### src/hdl/sms_io_pkg.sv
//========================================
// Shared widths, counts and types for the
// ROM loader, save backup and audio mixer
//========================================
package sms_io_pkg;

	// ROM download and cartridge addressing
	localparam int ROM_ADDR_W = 22;
	typedef logic [ROM_ADDR_W-1:0] rom_addr_t;

	// Dumped carts may carry a 512 byte copier header
	localparam int HEADER_BYTES = 512;
	localparam logic [5:0] ROM_INDEX = 6'd1;

	// Save RAM and SD sectors
	localparam int NVRAM_ADDR_W = 13;
	typedef logic [NVRAM_ADDR_W-1:0] nvram_addr_t;

	localparam int SECTOR_ADDR_W = 9;
	localparam int BACKUP_SECTORS = 16;
	typedef logic [$clog2(BACKUP_SECTORS)-1:0] blk_t;

	typedef enum logic {
		BK_IDLE,
		BK_XFER
	} backup_state_e;

	// FM and PSG audio
	localparam int OPLL_SLOTS = 18;
	typedef logic signed [9:0] opll_sample_t;
	typedef logic signed [15:0] opll_sum_t;
	typedef logic signed [15:0] psg_sample_t;
	typedef logic signed [16:0] audio_mix_t;

endpackage

### src/hdl/opll_mixer.sv
//========================================
// OPLL slot accumulation and PSG mix,
// one output sample per 18 slot frame
//========================================
`timescale 1ns/1ns

module opll_mixer
	import sms_io_pkg::*;
(
	input  logic         clk_sys,
	input  logic         rst_n_i,
	input  logic         opll_dac_clk_i,
	input  opll_sample_t opll_mo_i,
	input  opll_sample_t opll_ro_i,
	input  psg_sample_t  psg_i,
	output audio_mix_t   aud_mix_o,
	output logic         aud_valid_o
);

	logic      dac_q1;
	logic      dac_q2;
	logic      dac_rise;
	logic      dac_fall;
	logic      frame_end;
	logic [4:0] slot_q;
	opll_sum_t mo_sum_q;
	opll_sum_t ro_sum_q;

	assign dac_rise  = dac_q1 & ~dac_q2;
	assign dac_fall  = ~dac_q1 & dac_q2;
	assign frame_end = dac_fall && (slot_q == OPLL_SLOTS);

	always_ff @(posedge clk_sys or negedge rst_n_i) begin
		if (!rst_n_i) begin
			dac_q1      <= 1'b0;
			dac_q2      <= 1'b0;
			slot_q      <= '0;
			mo_sum_q    <= '0;
			ro_sum_q    <= '0;
			aud_valid_o <= 1'b0;
		end else begin
			dac_q1      <= opll_dac_clk_i;
			dac_q2      <= dac_q1;
			aud_valid_o <= frame_end;
			if (dac_rise) begin
				slot_q   <= slot_q + 1'b1;
				mo_sum_q <= mo_sum_q + opll_mo_i;
				ro_sum_q <= ro_sum_q + opll_ro_i;
			end else if (frame_end) begin
				slot_q   <= '0;
				mo_sum_q <= '0;
				ro_sum_q <= '0;
			end
		end
	end

	// Sign extended to the 17 bit mix width
	always_ff @(posedge clk_sys) begin
		if (frame_end)
			aud_mix_o <= mo_sum_q + ro_sum_q + psg_i;
	end

endmodule

### config.mk
export PLATFORM = sky130hd
export DESIGN_NAME = opll_mixer
export DESIGN_NICKNAME = d
export VERILOG_FILES = /design/src/hdl/sms_io_pkg.sv /design/src/hdl/opll_mixer.sv
export SDC_FILE = /design/constraint.sdc
export NUM_CORES = 1
export LEC_CHECK = 0
export ABC_AREA = 1
export BUFFER_PORTS_ARGS = -buffer_cell sky130_fd_sc_hd__clkbuf_2
export CAP_MARGIN = 40
export CORE_ASPECT_RATIO = 1.25
export CORE_MARGIN = 3
export CORE_UTILIZATION = 60
export CTS_CLUSTER_SIZE = 25
export DETAILED_ROUTE_END_ITERATION = 6
export GPL_TIMING_DRIVEN = 0
export HOLD_SLACK_MARGIN = 0.03
export PLACE_DENSITY = 0.86
export REMOVE_ABC_BUFFERS = 1
export SYNTH_ARGS = -nofsm -noshare
export SYNTH_HDL_FRONTEND = slang
export SYNTH_SLANG_ARGS = --single-unit
### constraint.sdc
create_clock -name clk_sys -period 4.64 [get_ports clk_sys]
set_input_delay 0.232 -clock clk_sys [delete_from_list [all_inputs] [get_ports clk_sys]]
set_output_delay 0.232 -clock clk_sys [all_outputs]
set_load 0.01 [all_outputs]
### Word level (Yosys, flattened, before mapping)

Cells that the tools add are included.

* reductions and logical operators: 2
* equal/unequal tests: 1
* mux-type cells: 5
* $add $sub $neg: 5
* bitwise gates (word level): 4

Operator list (count)
* 16-bit two-way mux: 3
* 16-bit by 10-bit adder with 16-bit output: 2
* 16-bit by 16-bit adder with 17-bit output: 1
* 17-bit by 16-bit adder with 17-bit output: 1
* 5-bit two-way mux: 2
* 5-bit by 1-bit adder with 5-bit output, second input constant: 1
* 5-bit equality test, second input constant: 1
* 1-bit bitwise AND: 2
* 1-bit NOT: 2
* 2-bit nonzero test: 1
* 1-bit logical AND: 1

* output and inout port bits: 18
* word-level logic and storage cells: 24
* flip-flop bits (word level): 57
* bits of input ports: 39

### Logic depth before layout (Yosys ltp)

* depth after elaboration: 5
* mapped depth: 14
* mapped depth without buffers: 14

### Worst setup path before layout

OpenSTA, ideal clock, no wires.

* path kind: reg-to-reg
* from: register mo_sum_q[1]
* to: register aud_mix_o[15] (data pin)
* path buffers: 0
* period minus slack after synthesis: 2.383 ns
* stages on the path, launching flop included: 12
* setup slack: 2.257 ns
* library setup time: 0.252 ns
* required time: 4.388 ns
* arrival time: 2.131 ns
* cells stage by stage: dfrtp_1 fa_1 ha_1 inv_1 fa_1 nand3b_1 nand2_2 nand2_1 nand2_2 nand3_1 nand3_1 nand2_1

* word-level cells in the longest chain between the ends: 2

Ends and longest elaborated chain
* start, declared: line opll_mixer.sv:26 `opll_sum_t mo_sum_q;`
* start signal, assigned: line opll_mixer.sv:47 `mo_sum_q <= mo_sum_q + opll_mo_i;`
* 16-bit by 16-bit adder with 17-bit output: line opll_mixer.sv:60 `aud_mix_o <= mo_sum_q + ro_sum_q + psg_i;`
* 17-bit by 16-bit adder with 17-bit output: line opll_mixer.sv:60
* end signal, assigned: line opll_mixer.sv:60
* end, declared: line opll_mixer.sv:16 `output audio_mix_t aud_mix_o,`

No other way between the ends.
A chain may end at the register's enable or synchronous reset.

### Worst setup path in the final report

Same ends and word-level chain as after synthesis.

==> metrics.yaml <==
drcViolationCount: 0
crit_type: "register to register"
max_slew_margin: 0.549
cts.path.max_buffers: 2
synthDistinctLibCells: 36
min_from: "opll_mo_i[0]"
cp.arrival_ns: 2.72
hold_depth: 4
skew_ns: 0.0115
grt_pass1_vias: 4674
drtAntennaViolNets: 0
synth-async-reset-ratio: 0.702
end_kind: "register"
syn_inst: 673
first_pass_iters: 6
core_area_mm2: 0.00793
synth_flop_cell: "dfrtp_1"
postCtsSetupBuffers: 0
fin_nets: 842
reg2reg_from: "mo_sum_q[1]$_DFFE_PN0P_"
p_leak_nw: 3.12
hpwl_um: 9240
grt_first_pass_wirelength_um: 20200
final_cell_mix: "248 x nand2_1, 99 x inv_1, 56 x clkbuf_2, 47 x ha_1, 45 x nand3_1"
fin_crit_sh: 0.563
final_common_cell: "nand2_1"
pin_count: 57
clk_latency_ns: 0.35
syn_area_per_cell_um2: 7.35
holdPathEnd: "mo_sum_q[0]$_DFFE_PN0P_"
critPathMaxStageDelay_ns: 0.53
crit_slowest_cell: "fa_1"
fp.dieW_um: 87.2
ys_ff_latch: 57
first_iter_violations: 381
num_rows: 36
clk_pin_slew_ns: 0.07
area_growth_pct: 12.3
setup-violations-final: 0
wirelength_um: 11900
power_density_mw_per_mm2: 810
path_cells: "fa_1 > ha_1 > inv_1 > fa_1 > nand3b_1 > nand2_2 > nand2_1 > nand2_2 > nand3_1 > nand3_1 > nand2_1"
ys_warn_count: 0
clock-sinks: 57
reg2reg_to: "aud_mix_o[15]$_DFFE_PP_"
worstMarginPinSlew_ns: 0.675
worstPathMaxFanout: 4
finalHoldViolCount: 0
vias: 4667
antenna_found_initial: 0
portBuffers: 56
cts_resized: 0
postLayoutCoreUtil: 0.701
cp_data_required_time_ns: 4.75
cts_tree: "yes"
grt-ovfl-total: 0
fin_crit_ns: 2.61
die_area_mm2: 0.00938
hold_ws_ns: 0.229
status: "finished, final reports clean"
place_congestion: 0.933
antennaDiodeCount: 0
rr_worst_depth: 11
synth_area_mm2: 0.00495
final.setup.tns_ns: 0
rsz0062_at_grt: "false"
hp-class: "input pin to register"
fmax_mhz: 383
avgViaCountPerCell: 5.58
startpoint_type: "register"
start_util: 0.624
die_y_um: 108
synth.yosys.seq_area_share: 0.305
finalMaxSlewViolations: 0
post_drt_wl_per_cell_um: 14.2
cts_made_buffers: 9
max_cap_viol_count: 0
root_buffer: "clkbuf_8"
htreeDepth: 3
synth_edf_count: 17
layout-drive-gt1-share: 0.120
reg2reg_slack_ns: 2.03
fillCellCount: 608
grt_max_degree: 33
peakVddDrop_mv: 0.706
grtUsageTotal: 0.273
==> where the power goes <==
group | internal [mW] | switching [mW] | total, mW
clock network | 0.295 | 0.204 | 0.500
registers | 0.792 | 0.201 | 0.993
logic | 1.15 | 1.86 | 3.01
total | 2.23 | 2.27 | 4.50
==> critical path, delay by kind of cell (launching register included) <==
family,cells,cell delay (ns)
DFF,1,0.44
and+or+nand+nor,7,0.78
adders and majority gates,3,1.09
buffers and inverters,1,0.06
==> routing by layer <==
layer	part of all wire	GRT usage	vias up
met5	0	0	-
met4	0.020	0.0954	0
met3	0.051	0.0413	26
met2	0.53	0.506	177
met1	0.40	0.311	2190
li1	-	-	2274
==> sequential cells by signal, summed over array words and instances, names as in the netlist <==
| name | count |
|---|---|
| dac_q1 | 1 |
| aud_valid_o | 1 |
| dac_q2 | 1 |
| aud_mix_o | 17 |
| slot_q | 5 |
| ro_sum_q | 16 |
| mo_sum_q | 16 |
==> synth_stat cells (6+ instances only) <==
master | number | area [um2]
nand4_1 | 6 | 37.5
nor2_1 | 32 | 120
dfrtp_1 | 40 | 1000
fa_1 | 19 | 380
nor3_1 | 7 | 35.0
xnor2_1 | 8 | 70.1
o21ai_1 | 7 | 35.0
a21oi_1 | 33 | 165
o21ai_0 | 14 | 70.1
nand2_1 | 248 | 931
edfxtp_1 | 17 | 510
nand3_1 | 45 | 225
inv_1 | 99 | 372
nand2_2 | 6 | 37.5
ha_1 | 47 | 588
xor2_1 | 10 | 87.6
==> worst max-delay path by stage <==
stage,startpoint,to,slack (ns),cells past startpoint
final,mo_sum_q[1]$_DFFE_PN0P_,aud_mix_o[15]$_DFFE_PP_,2.03,11
after detailed placement,mo_sum_q[1]$_DFFE_PN0P_,aud_mix_o[15]$_DFFE_PP_,2.03,11
after global placement,ro_sum_q[1]$_DFFE_PN0P_,aud_mix_o[15]$_DFFE_PP_,2.13,11
after CTS,mo_sum_q[1]$_DFFE_PN0P_,aud_mix_o[15]$_DFFE_PP_,2.04,11
after floorplan,mo_sum_q[1]$_DFFE_PN0P_,aud_mix_o[15]$_DFFE_PP_,2.26,11
after global routing,ro_sum_q[1]$_DFFE_PN0P_,aud_mix_o[15]$_DFFE_PP_,1.85,11
==> repair_timing <==
action,in CTS,in global routing
hold buffers,2,0
endpoints found under the setup margin,0,0
hold endpoints to repair,18,0
==> area by class of cell <==
| class | instances | area (um2) | share of cell area |
|---|---|---|---|
| Clock buffer | 14 | 174 | 0.0313 |
| Tap cell | 95 | 119 | 0.0214 |
| Clock inverter | 2 | 35.0 | 0.00630 |
| Sequential cell | 57 | 1510 | 0.272 |
| Multi-Input combinational cell | 508 | 3000 | 0.541 |
| Timing Repair Buffer | 59 | 328 | 0.0590 |
| Inverter | 102 | 385 | 0.0694 |
==> cells by family (layout without fill, tap and decap cells) <==
kind of cell               Yosys count  after routing  share of synthesized area
adders and majority gates           66             66                      0.196
xor gates and xnor gates            18             18                     0.0319
buffers and inverters              108            177                     0.0877
DFF                                 57             57                      0.305
AOI/OAI and AO/OA                   66             66                     0.0761
and+or+nand+nor                    358            358                      0.303
==> stage by stage <==
| stage | area, um2 | worst slack [ns] | power [mW] | cells |
|---|---|---|---|---|
| floorplan | 4900 | 2.26 | 3.26 | 667 |
| global placement | 5300 | 2.13 | 3.72 | 818 |
| detailed placement | 5330 | 2.03 | 3.90 | 819 |
| CTS | 5560 | 2.04 | 4.44 | 837 |
| global route | 5560 | 1.85 | 4.94 | 837 |
| finish | 5560 | 2.03 | 4.50 | 837 |
Note: power is estimated with default switching activity, not from simulation.
