--- config.mk ---
export PLATFORM = sky130hd
export DESIGN_NAME = save_backup_flat
export DESIGN_NICKNAME = d
export VERILOG_FILES = /design/src/hdl/sms_io_pkg.sv /design/src/hdl/sd_buf_if.sv /design/src/hdl/save_backup.sv /design/src/flat_wrapper.sv
export SDC_FILE = /design/constraint.sdc
export NUM_CORES = 1
export LEC_CHECK = 0
export ABC_AREA = 1
export ABC_CLOCK_PERIOD_IN_PS = 1700
export BUFFER_PORTS_ARGS = -buffer_cell sky130_fd_sc_hd__buf_2
export CAP_MARGIN = 30
export CORE_UTILIZATION = 52
export DETAILED_ROUTE_END_ITERATION = 7
export MAX_ROUTING_LAYER = met4
export PLACE_DENSITY = 0.8
export REMOVE_ABC_BUFFERS = 1
export SLEW_MARGIN = 20
export SYNTH_ARGS = -nofsm -noshare
export SYNTH_HDL_FRONTEND = slang
export SYNTH_SLANG_ARGS = --single-unit
--- constraint.sdc ---
create_clock -name clk_sys -period 1.7 [get_ports clk_sys]
set_input_delay 0.255 -clock clk_sys [delete_from_list [all_inputs] [get_ports clk_sys]]
set_output_delay 0.255 -clock clk_sys [all_outputs]
set_load 0.01 [all_outputs]
--- src/hdl/sms_io_pkg.sv ---
//========================================
// Shared widths, counts and types for the
// ROM loader, save backup and audio mixer
//========================================
package sms_io_pkg;

	// ROM download and cartridge addressing
	localparam int ROM_ADDR_W = 22;
	typedef logic [ROM_ADDR_W-1:0] rom_addr_t;

	// Dumped carts may carry a 512 byte copier header
	localparam int HEADER_BYTES = 512;
	localparam logic [5:0] ROM_INDEX = 6'd1;

	// Save RAM and SD sectors
	localparam int NVRAM_ADDR_W = 13;
	typedef logic [NVRAM_ADDR_W-1:0] nvram_addr_t;

	localparam int SECTOR_ADDR_W = 9;
	localparam int BACKUP_SECTORS = 16;
	typedef logic [$clog2(BACKUP_SECTORS)-1:0] blk_t;

	typedef enum logic {
		BK_IDLE,
		BK_XFER
	} backup_state_e;

	// FM and PSG audio
	localparam int OPLL_SLOTS = 18;
	typedef logic signed [9:0] opll_sample_t;
	typedef logic signed [15:0] opll_sum_t;
	typedef logic signed [15:0] psg_sample_t;
	typedef logic signed [16:0] audio_mix_t;

endpackage

--- src/hdl/sd_buf_if.sv ---
//========================================
// SD sector buffer port between the
// backup engine and the save RAM
//========================================
`timescale 1ns/1ns

interface sd_buf_if
	import sms_io_pkg::*;
();

	blk_t                     blk;
	logic [SECTOR_ADDR_W-1:0] buf_addr;
	logic                     buf_we;
	logic [7:0]               buf_wdata;
	logic [7:0]               buf_rdata;

	modport engine (output blk, output buf_we);

	modport mem (input blk, input buf_addr, input buf_we, input buf_wdata,
		output buf_rdata);

endinterface

--- src/hdl/save_backup.sv ---
//========================================
// Save RAM backup engine, sector load and
// save over the SD request/ack handshake
//========================================
`timescale 1ns/1ns

module save_backup
	import sms_io_pkg::*;
(
	input  logic         clk_sys,
	input  logic         rst_n_i,
	input  logic         dl_start_i,
	input  logic         img_mounted_i,
	input  logic         img_size_nz_i,
	input  logic         save_req_i,
	input  logic         sd_ack_i,
	input  logic         sd_buff_wr_i,
	output blk_t         sd_lba_o,
	output logic         sd_rd_o,
	output logic         sd_wr_o,
	output logic         busy_led_o,
	output logic         bk_reset_o,
	sd_buf_if.engine     sd_bus
);

	backup_state_e state_q;
	blk_t          blk_q;
	logic          bk_ena_q;
	logic          bk_load_q;
	logic          old_load_q;
	logic          old_save_q;
	logic          old_ack_q;
	logic          old_mounted_q;
	logic          ack_rise;
	logic          ack_fall;
	logic          mount_rise;
	logic          start_req;

	assign ack_rise   = sd_ack_i & ~old_ack_q;
	assign ack_fall   = ~sd_ack_i & old_ack_q;
	assign mount_rise = img_mounted_i & ~old_mounted_q & img_size_nz_i;
	assign start_req  = bk_ena_q & ((bk_load_q & ~old_load_q) | (save_req_i & ~old_save_q));

	always_ff @(posedge clk_sys or negedge rst_n_i) begin
		if (!rst_n_i) begin
			state_q       <= BK_IDLE;
			blk_q         <= '0;
			bk_ena_q      <= 1'b0;
			bk_load_q     <= 1'b0;
			old_load_q    <= 1'b0;
			old_save_q    <= 1'b0;
			old_ack_q     <= 1'b0;
			old_mounted_q <= 1'b0;
			sd_rd_o       <= 1'b0;
			sd_wr_o       <= 1'b0;
			bk_reset_o    <= 1'b0;
		end else begin
			bk_reset_o    <= 1'b0;
			old_load_q    <= bk_load_q;
			old_save_q    <= save_req_i;
			old_ack_q     <= sd_ack_i;
			old_mounted_q <= img_mounted_i;

			// New ROM invalidates the current save image
			if (dl_start_i)
				bk_ena_q <= 1'b0;
			if (mount_rise) begin
				bk_ena_q  <= 1'b1;
				bk_load_q <= 1'b1;
			end

			// Host took the request
			if (ack_rise) begin
				sd_rd_o <= 1'b0;
				sd_wr_o <= 1'b0;
			end

			case (state_q)
				BK_IDLE: begin
					if (start_req) begin
						state_q <= BK_XFER;
						blk_q   <= '0;
						sd_rd_o <= bk_load_q;
						sd_wr_o <= ~bk_load_q;
					end
				end
				BK_XFER: begin
					if (ack_fall) begin
						if (blk_q == blk_t'(BACKUP_SECTORS - 1)) begin
							bk_reset_o <= bk_load_q;
							bk_load_q  <= 1'b0;
							state_q    <= BK_IDLE;
						end else begin
							blk_q   <= blk_q + 1'b1;
							sd_rd_o <= bk_load_q;
							sd_wr_o <= ~bk_load_q;
						end
					end
				end
				default: state_q <= BK_IDLE;
			endcase
		end
	end

	assign sd_lba_o      = blk_q;
	assign sd_bus.blk    = blk_q;
	// Buffer strobes only count inside an ack window
	assign sd_bus.buf_we = sd_buff_wr_i & sd_ack_i;
	assign busy_led_o    = ~bk_ena_q;

	a_one_request: assert property (@(posedge clk_sys) disable iff (!rst_n_i)
		(sd_rd_o || sd_wr_o) |-> (state_q == BK_XFER) && !(sd_rd_o && sd_wr_o));

endmodule

--- src/flat_wrapper.sv ---
// flat-port wrapper written by rule: the top's interface ports become plain ports
module save_backup_flat import sms_io_pkg::*;
  (clk_sys, rst_n_i, dl_start_i, img_mounted_i, img_size_nz_i, save_req_i, sd_ack_i, sd_buff_wr_i, sd_lba_o, sd_rd_o, sd_wr_o, busy_led_o, bk_reset_o, sd_bus_blk, sd_bus_buf_we);
  sd_buf_if sd_bus_i ();
  input  logic clk_sys;
  input  logic rst_n_i;
  input  logic dl_start_i;
  input  logic img_mounted_i;
  input  logic img_size_nz_i;
  input  logic save_req_i;
  input  logic sd_ack_i;
  input  logic sd_buff_wr_i;
  output blk_t sd_lba_o;
  output logic sd_rd_o;
  output logic sd_wr_o;
  output logic busy_led_o;
  output logic bk_reset_o;
  output wire logic [$bits(sd_bus_i.blk)-1:0] sd_bus_blk;
  output wire logic [$bits(sd_bus_i.buf_we)-1:0] sd_bus_buf_we;
  assign sd_bus_blk = sd_bus_i.blk;
  assign sd_bus_buf_we = sd_bus_i.buf_we;
  save_backup u_core (.clk_sys(clk_sys), .rst_n_i(rst_n_i), .dl_start_i(dl_start_i), .img_mounted_i(img_mounted_i), .img_size_nz_i(img_size_nz_i), .save_req_i(save_req_i), .sd_ack_i(sd_ack_i), .sd_buff_wr_i(sd_buff_wr_i), .sd_lba_o(sd_lba_o), .sd_rd_o(sd_rd_o), .sd_wr_o(sd_wr_o), .busy_led_o(busy_led_o), .bk_reset_o(bk_reset_o), .sd_bus(sd_bus_i));
endmodule
# [Word-level counts from Yosys, hierarchy flattened]
# Index checks and enable logic that the tools add are counted.
[totals] elab_cells=62 in_bits=8 reg_bits=14 output_inout_bits=13
[op_classes] muxes=27 n_eq_ne=4 reduce_logical=2 n_bitwise=17 add_sub_neg=1
[ops] op="two-way mux 1 bit" n=20
[ops] op="two-way mux 4 bit" n=3
[ops] op="AND 1 bit" n=8
[ops] op="inverter 1 bit" n=8
[ops] op="case mux 4 bit (2 select lines)" n=1
[ops] op="case mux 1 bit (2 select lines)" n=3
[ops] op="adder 4 x 1 -> 4 bit, second input constant" n=1
[ops] op="equality test 4 bit, second input constant" n=1
[ops] op="inequality test 2 bit, second input constant" n=2
[ops] op="AND reduction 3 bit" n=1
[ops] op="inequality test 2 x 1 -> 1 bit, second input constant" n=1
[ops] op="nonzero test 2 bit" n=1
[ops] op="bitwise OR 1 bit" n=1

# [Logic depth before layout (Yosys ltp)]
[depth] ltp_word=7 mapped_depth=8 mapped_depth_nobuf=8

# [Worst setup path before layout]
# Ideal clock, no wire load.
[synth_timing] path_type="register to register" start="register u_core.blk_q[0] (netlist: u_core.sd_bus.blk[0])" end="register u_core.blk_q[0] (netlist: u_core.sd_bus.blk[0])" stages_incl_launch_ff=6 path_buffers=0 setup_slack_ps=489 arrival_ps=1146 synth_period_minus_slack_ps=1211 required_time_ps=1635 setup_time_ps=65 path_cell_list="dfrtp_1 > ha_1 > nand3_4 > nand2_4 > or2_1 > nand2_1"
[synth_via] elab_chain_cells=4 elab_cells_between_ends=7 cone_classes="1 x add/sub; 2 x eq/ne; 3 x mux; 1 x reduce/logical"
[synth_lines] element="start: declaration" line="save_backup.sv:27" source="blk_t blk_q;"
[synth_lines] element="start signal: assignment" line="save_backup.sv:94" source="blk_q <= blk_q + 1'b1;"
[synth_lines] element="adder 4 x 1 -> 4 bit" line="save_backup.sv:94"
[synth_lines] element="two-way mux 4 bit" line="save_backup.sv:89" source="if (blk_q == blk_t'(BACKUP_SECTORS - 1)) begin"
[synth_lines] element="two-way mux 4 bit" line="save_backup.sv:88" source="if (ack_fall) begin"
[synth_lines] element="case mux 4 bit (2 select lines)" line="save_backup.sv:78" source="case (state_q)"
# Several ways; a longest one is shown, not always the timed one. The select of a mux whose other input is x is not followed.
# A chain may end at the register's enable or synchronous reset.

# [Worst setup path in the final report]
[layout_timing] start="register u_core.blk_q[0] (netlist: u_core.sd_bus.blk[0])" end="register u_core.sd_wr_o"
[layout_via] elab_chain_cells=4
[layout_lines] element="equality test 4 bit" line="save_backup.sv:89"
[layout_lines] element="two-way mux 1 bit" line="save_backup.sv:89"
[layout_lines] element="two-way mux 1 bit" line="save_backup.sv:88"
[layout_lines] element="case mux 1 bit (2 select lines)" line="save_backup.sv:78"
[layout_lines] element="end signal: assignment" line="save_backup.sv:84" source="sd_wr_o <= ~bk_load_q;"
[layout_lines] element="end signal: assignment" line="save_backup.sv:96" source="sd_wr_o <= ~bk_load_q;"
[layout_lines] element="end: declaration" line="save_backup.sv:20" source="output logic sd_wr_o,"
# Every way passes these cells.

==> impl_metrics.yaml <==
route:
  vias_per_cell: 5.01
  detail_route.wirelength_um: 1280
  num_vias: 591
  drc_errors: 0
  detailedRoute.firstIterationViolations: 13
  drt.antenna.violating_nets: 0
  avgRoutedWirePerCell_um: 10.9
  drtPass1Iterations: 4
critical_path:
  critPathLaunch: "u_core.sd_bus.blk[0]$_DFFE_PN0P_"
  worst_ep_arrival_time_ns: 1.46
  cpPeakStageDelay_ns: 0.46
  worst-path-max-fanout: 7
  crit_required_ns: 1.87
  critPathTopFamily: "flip-flops"
  crit-reg2reg-launch: "u_core.sd_bus.blk[0]$_DFFE_PN0P_"
  worst_path_most_repeated_cell: "sky130_fd_sc_hd__nand2_1"
  critical_path.n_buffers_inverters: 0
  critical_path.endpoint_type: "flip-flop"
  start_kind: "flip-flop"
  slowest_stage: "sky130_fd_sc_hd__dfrtp_1"
  critical_path.cell_chain: "ha_1, nand3_4, nand2_1, nand2_1, nand2_1, nand2_1, nand2_1"
  worst-setup-path-type: "reg -> reg"
synth:
  area_share_of_xor_xnor_cells_in_the_synthesized_design_pct: 1.23
  synthAdderAreaFrac_pct: 1.76
  synth-simple-area-share_pct: 34.0
  synth.yosys.warnings: 0
  synth_async_sr_flop_share_pct: 100
  muxShareOfSynthArea_pct: 0
  yosysTopAreaCellShare_pct: 49.3
  synth_edf_count: 0
  synthesis.area_sq_um: 711
  synthDistinctLibCells: 18
  synth_cells: 84
  postSynth.topFlopCell: "sky130_fd_sc_hd__dfrtp_1"
  main_combinational_cell_family_by_area_after_synthesis: "simple AND/OR/NAND/NOR gates"
  netlist_top_cells_area: "sky130_fd_sc_hd__dfrtp_1 49%, sky130_fd_sc_hd__nand2_1 12%, sky130_fd_sc_hd__nand3_1 9.2%, sky130_fd_sc_hd__inv_1 6.3%, sky130_fd_sc_hd__buf_4 4.2%"
  synth_compound_area_share_pct: 2.11
  synth.avg_cell_area_sq_um: 8.46
  post-synth-top-count-cell: "sky130_fd_sc_hd__nand2_1"
  ys_seq_area_share_pct: 49.3
  synth.largest_area_cell: "sky130_fd_sc_hd__dfrtp_1"
  yosys-top-cells-count: "23 x sky130_fd_sc_hd__nand2_1, 14 x sky130_fd_sc_hd__dfrtp_1, 13 x sky130_fd_sc_hd__nand3_1, 12 x sky130_fd_sc_hd__inv_1, 4 x sky130_fd_sc_hd__buf_4"
  synth-seq-cells: 14
min_path:
  hold_path.class: "in -> reg"
  worstHoldStart: "img_mounted_i"
power:
  vdd_drop_max_mv: 0.641
  pd_cells_nw_per_um2: 1220
  power_leakage_uw: 0.000488
clocking:
  h-tree-depth: 1
  path_clk_slew_ns: 0.08
  clock_path_buffers: 2
  postCtsResizedCells: 0
  clk_root_buffer_cell: "sky130_fd_sc_hd__clkbuf_4"
  tritoncts: "done"
  insertion_delay_ns: 0.28
  cts-buffers-inserted: 3
  tritoncts_num_sinks: 14
grt:
  gr-total-overflow: 0
  grt_pass1_wl_um: 2030
  grt_pass1_vias: 506
  grt_usage_pct: 21.2
  grt_start_max_net_pins: 15
  antenna_violations_before_repair: 0
timing:
  worst_clock_skew_ns: 0.00730
  final_min_period_over_clock_period_pct: 76.3
  final_hold_viol_count: 0
  achievable-frequency_mhz: 771
  tightest_slew_ns: 0.305
  setup_tns_ns: 0
  drv_slew: 0
  timing.final.crit_period_ns: 1.30
  rsz_0062_raised_after_global_routing: "no"
  slew_headroom_pct: 79.6
  setup_violations: 0
  finalWorstSetupSlack_ns: 0.403
place:
  routabilityCongestion: 0.762
  dp_hpwl_um: 905
  portBuffers: 20
  placement.setup.worst_slack_ns: 0.439
die:
  floorplan_die_area_sq_um: 1520
  floorplan.die.height_um: 39.0
  floorplan.initialDensity_pct: 59.9
  die-width_um: 39.0
  number_of_standard_cell_rows_in_the_floorplan: 12
  core_area_sq_um: 1190
  top_level_ports: 21
finish:
  utilization_pct: 70.0
  antenna-diode-count: 0
  signed_area_change_from_the_synthesized_netlist_to_the_final_layout_pct: 16.9
  final_nets: 115
  fraction_of_final_layout_cells_sized_beyond_drive_strength_1_pct: 27.9
  layout.filler_cells: 99
status:
  status: "completed"
flow_run:
  drv.max_cap_violation_count: 0
[cells by family after synthesis]
kind of cell    after synthesis
compound gates                3
xor+xnor                      1
fa+ha+maj                     1
buf+inv                      18
flops                        14
simple gates                 47
[sequential cells by signal (all words and copies together) (netlist names)]
register              flops
u_core.sd_bus.blk         4
u_core.bk_ena_q           1
u_core.bk_load_q          1
u_core.bk_reset_o         1
u_core.old_ack_q          1
u_core.old_load_q         1
u_core.old_mounted_q      1
u_core.old_save_q         1
u_core.sd_rd_o            1
u_core.sd_wr_o            1
u_core.state_q            1
[worst paths after layout]
| check | end | slack (ns) | cells past startpoint |
|---|---|---|---|
| min in group asynchronous | u_core.old_ack_q$_DFF_PN0_ | 0.39 | 2 |
| max | u_core.sd_wr_o$_DFF_PN0_ | 0.40 | 7 |
| min reg2reg | u_core.old_load_q$_DFF_PN0_ | 0.47 | 0 |
| min | u_core.old_mounted_q$_DFF_PN0_ | 0.09 | 1 |
| max in group asynchronous | u_core.old_save_q$_DFF_PN0_ | 1.07 | 2 |
| max reg2reg | u_core.sd_wr_o$_DFF_PN0_ | 0.40 | 7 |
[power by group]
| part | internal, uW | total (uW) | switching (uW) | leakage [uW] |
|---|---|---|---|---|
| logic | 143 | 336 | 193 | 0.000310 |
| clock network | 82.1 | 184 | 102 | 0.0000138 |
| registers | 397 | 491 | 93.6 | 0.000164 |
| total | 623 | 1010 | 388 | 0.000488 |
[metrics by stage]
step	total power, uW	hold slack [ns]	area, sq um	instances
after CTS	1020	0.0859	831	118
final	1010	0.0896	831	118
after detailed placement	826	0.164	798	114
after global placement	819	0.164	798	114
after floorplan	684	-0.0406	681	80
after global routing	1080	0.0737	831	118
[placed cells by master, fill, tap and decap left out]
master                          netlist  layout
sky130_fd_sc_hd__ha_1                 1       1
sky130_fd_sc_hd__nor2_1               3       3
sky130_fd_sc_hd__o21ai_0              1       1
sky130_fd_sc_hd__nand4_1              2       2
sky130_fd_sc_hd__a21oi_1              2       2
sky130_fd_sc_hd__nand3_1             13      13
sky130_fd_sc_hd__dlygate4sd3_1        0       1
sky130_fd_sc_hd__nand2_1             23      23
sky130_fd_sc_hd__nand2_2              1       1
sky130_fd_sc_hd__nor2_8               1       1
sky130_fd_sc_hd__inv_2                2       2
sky130_fd_sc_hd__buf_2                0      20
sky130_fd_sc_hd__dfrtp_1             14      14
sky130_fd_sc_hd__clkbuf_4             0       3
sky130_fd_sc_hd__nand2_4              1       1
sky130_fd_sc_hd__inv_1               12      12
sky130_fd_sc_hd__or2_1                1       1
sky130_fd_sc_hd__xor2_1               1       1
sky130_fd_sc_hd__nand3_4              1       1
sky130_fd_sc_hd__nor3_1               1       1
[metal layers]
| metal | GRT usage [%] | vias up | wire length [um] |
|---|---|---|---|
| li1 | - | 298 | - |
| met1 | 24.2 | 263 | 560 |
| met2 | 34.6 | 24 | 632 |
| met3 | 3.47 | 6 | 61 |
| met4 | 12.9 | 0 | 27 |
| met5 | - | - | 0 |
[final cells by class]
class,count,area [sq um],share of cell area [%]
sequential,14,350,42.2
multi-input combinational,52,278,33.4
timing repair buffer,21,110,13.3
inverter,14,52.6,6.33
clock buffer,3,22.5,2.71
tap,14,17.5,2.11
[repair_timing]
| item | in CTS | in global routing |
|---|---|---|
| endpoints found under the hold margin | 14 | 0 |
| hold buffers | 1 | 0 |
| setup buffers | 0 | 0 |
| endpoints found under the setup margin | 0 | 0 |
(Power assumes the default switching activity.)
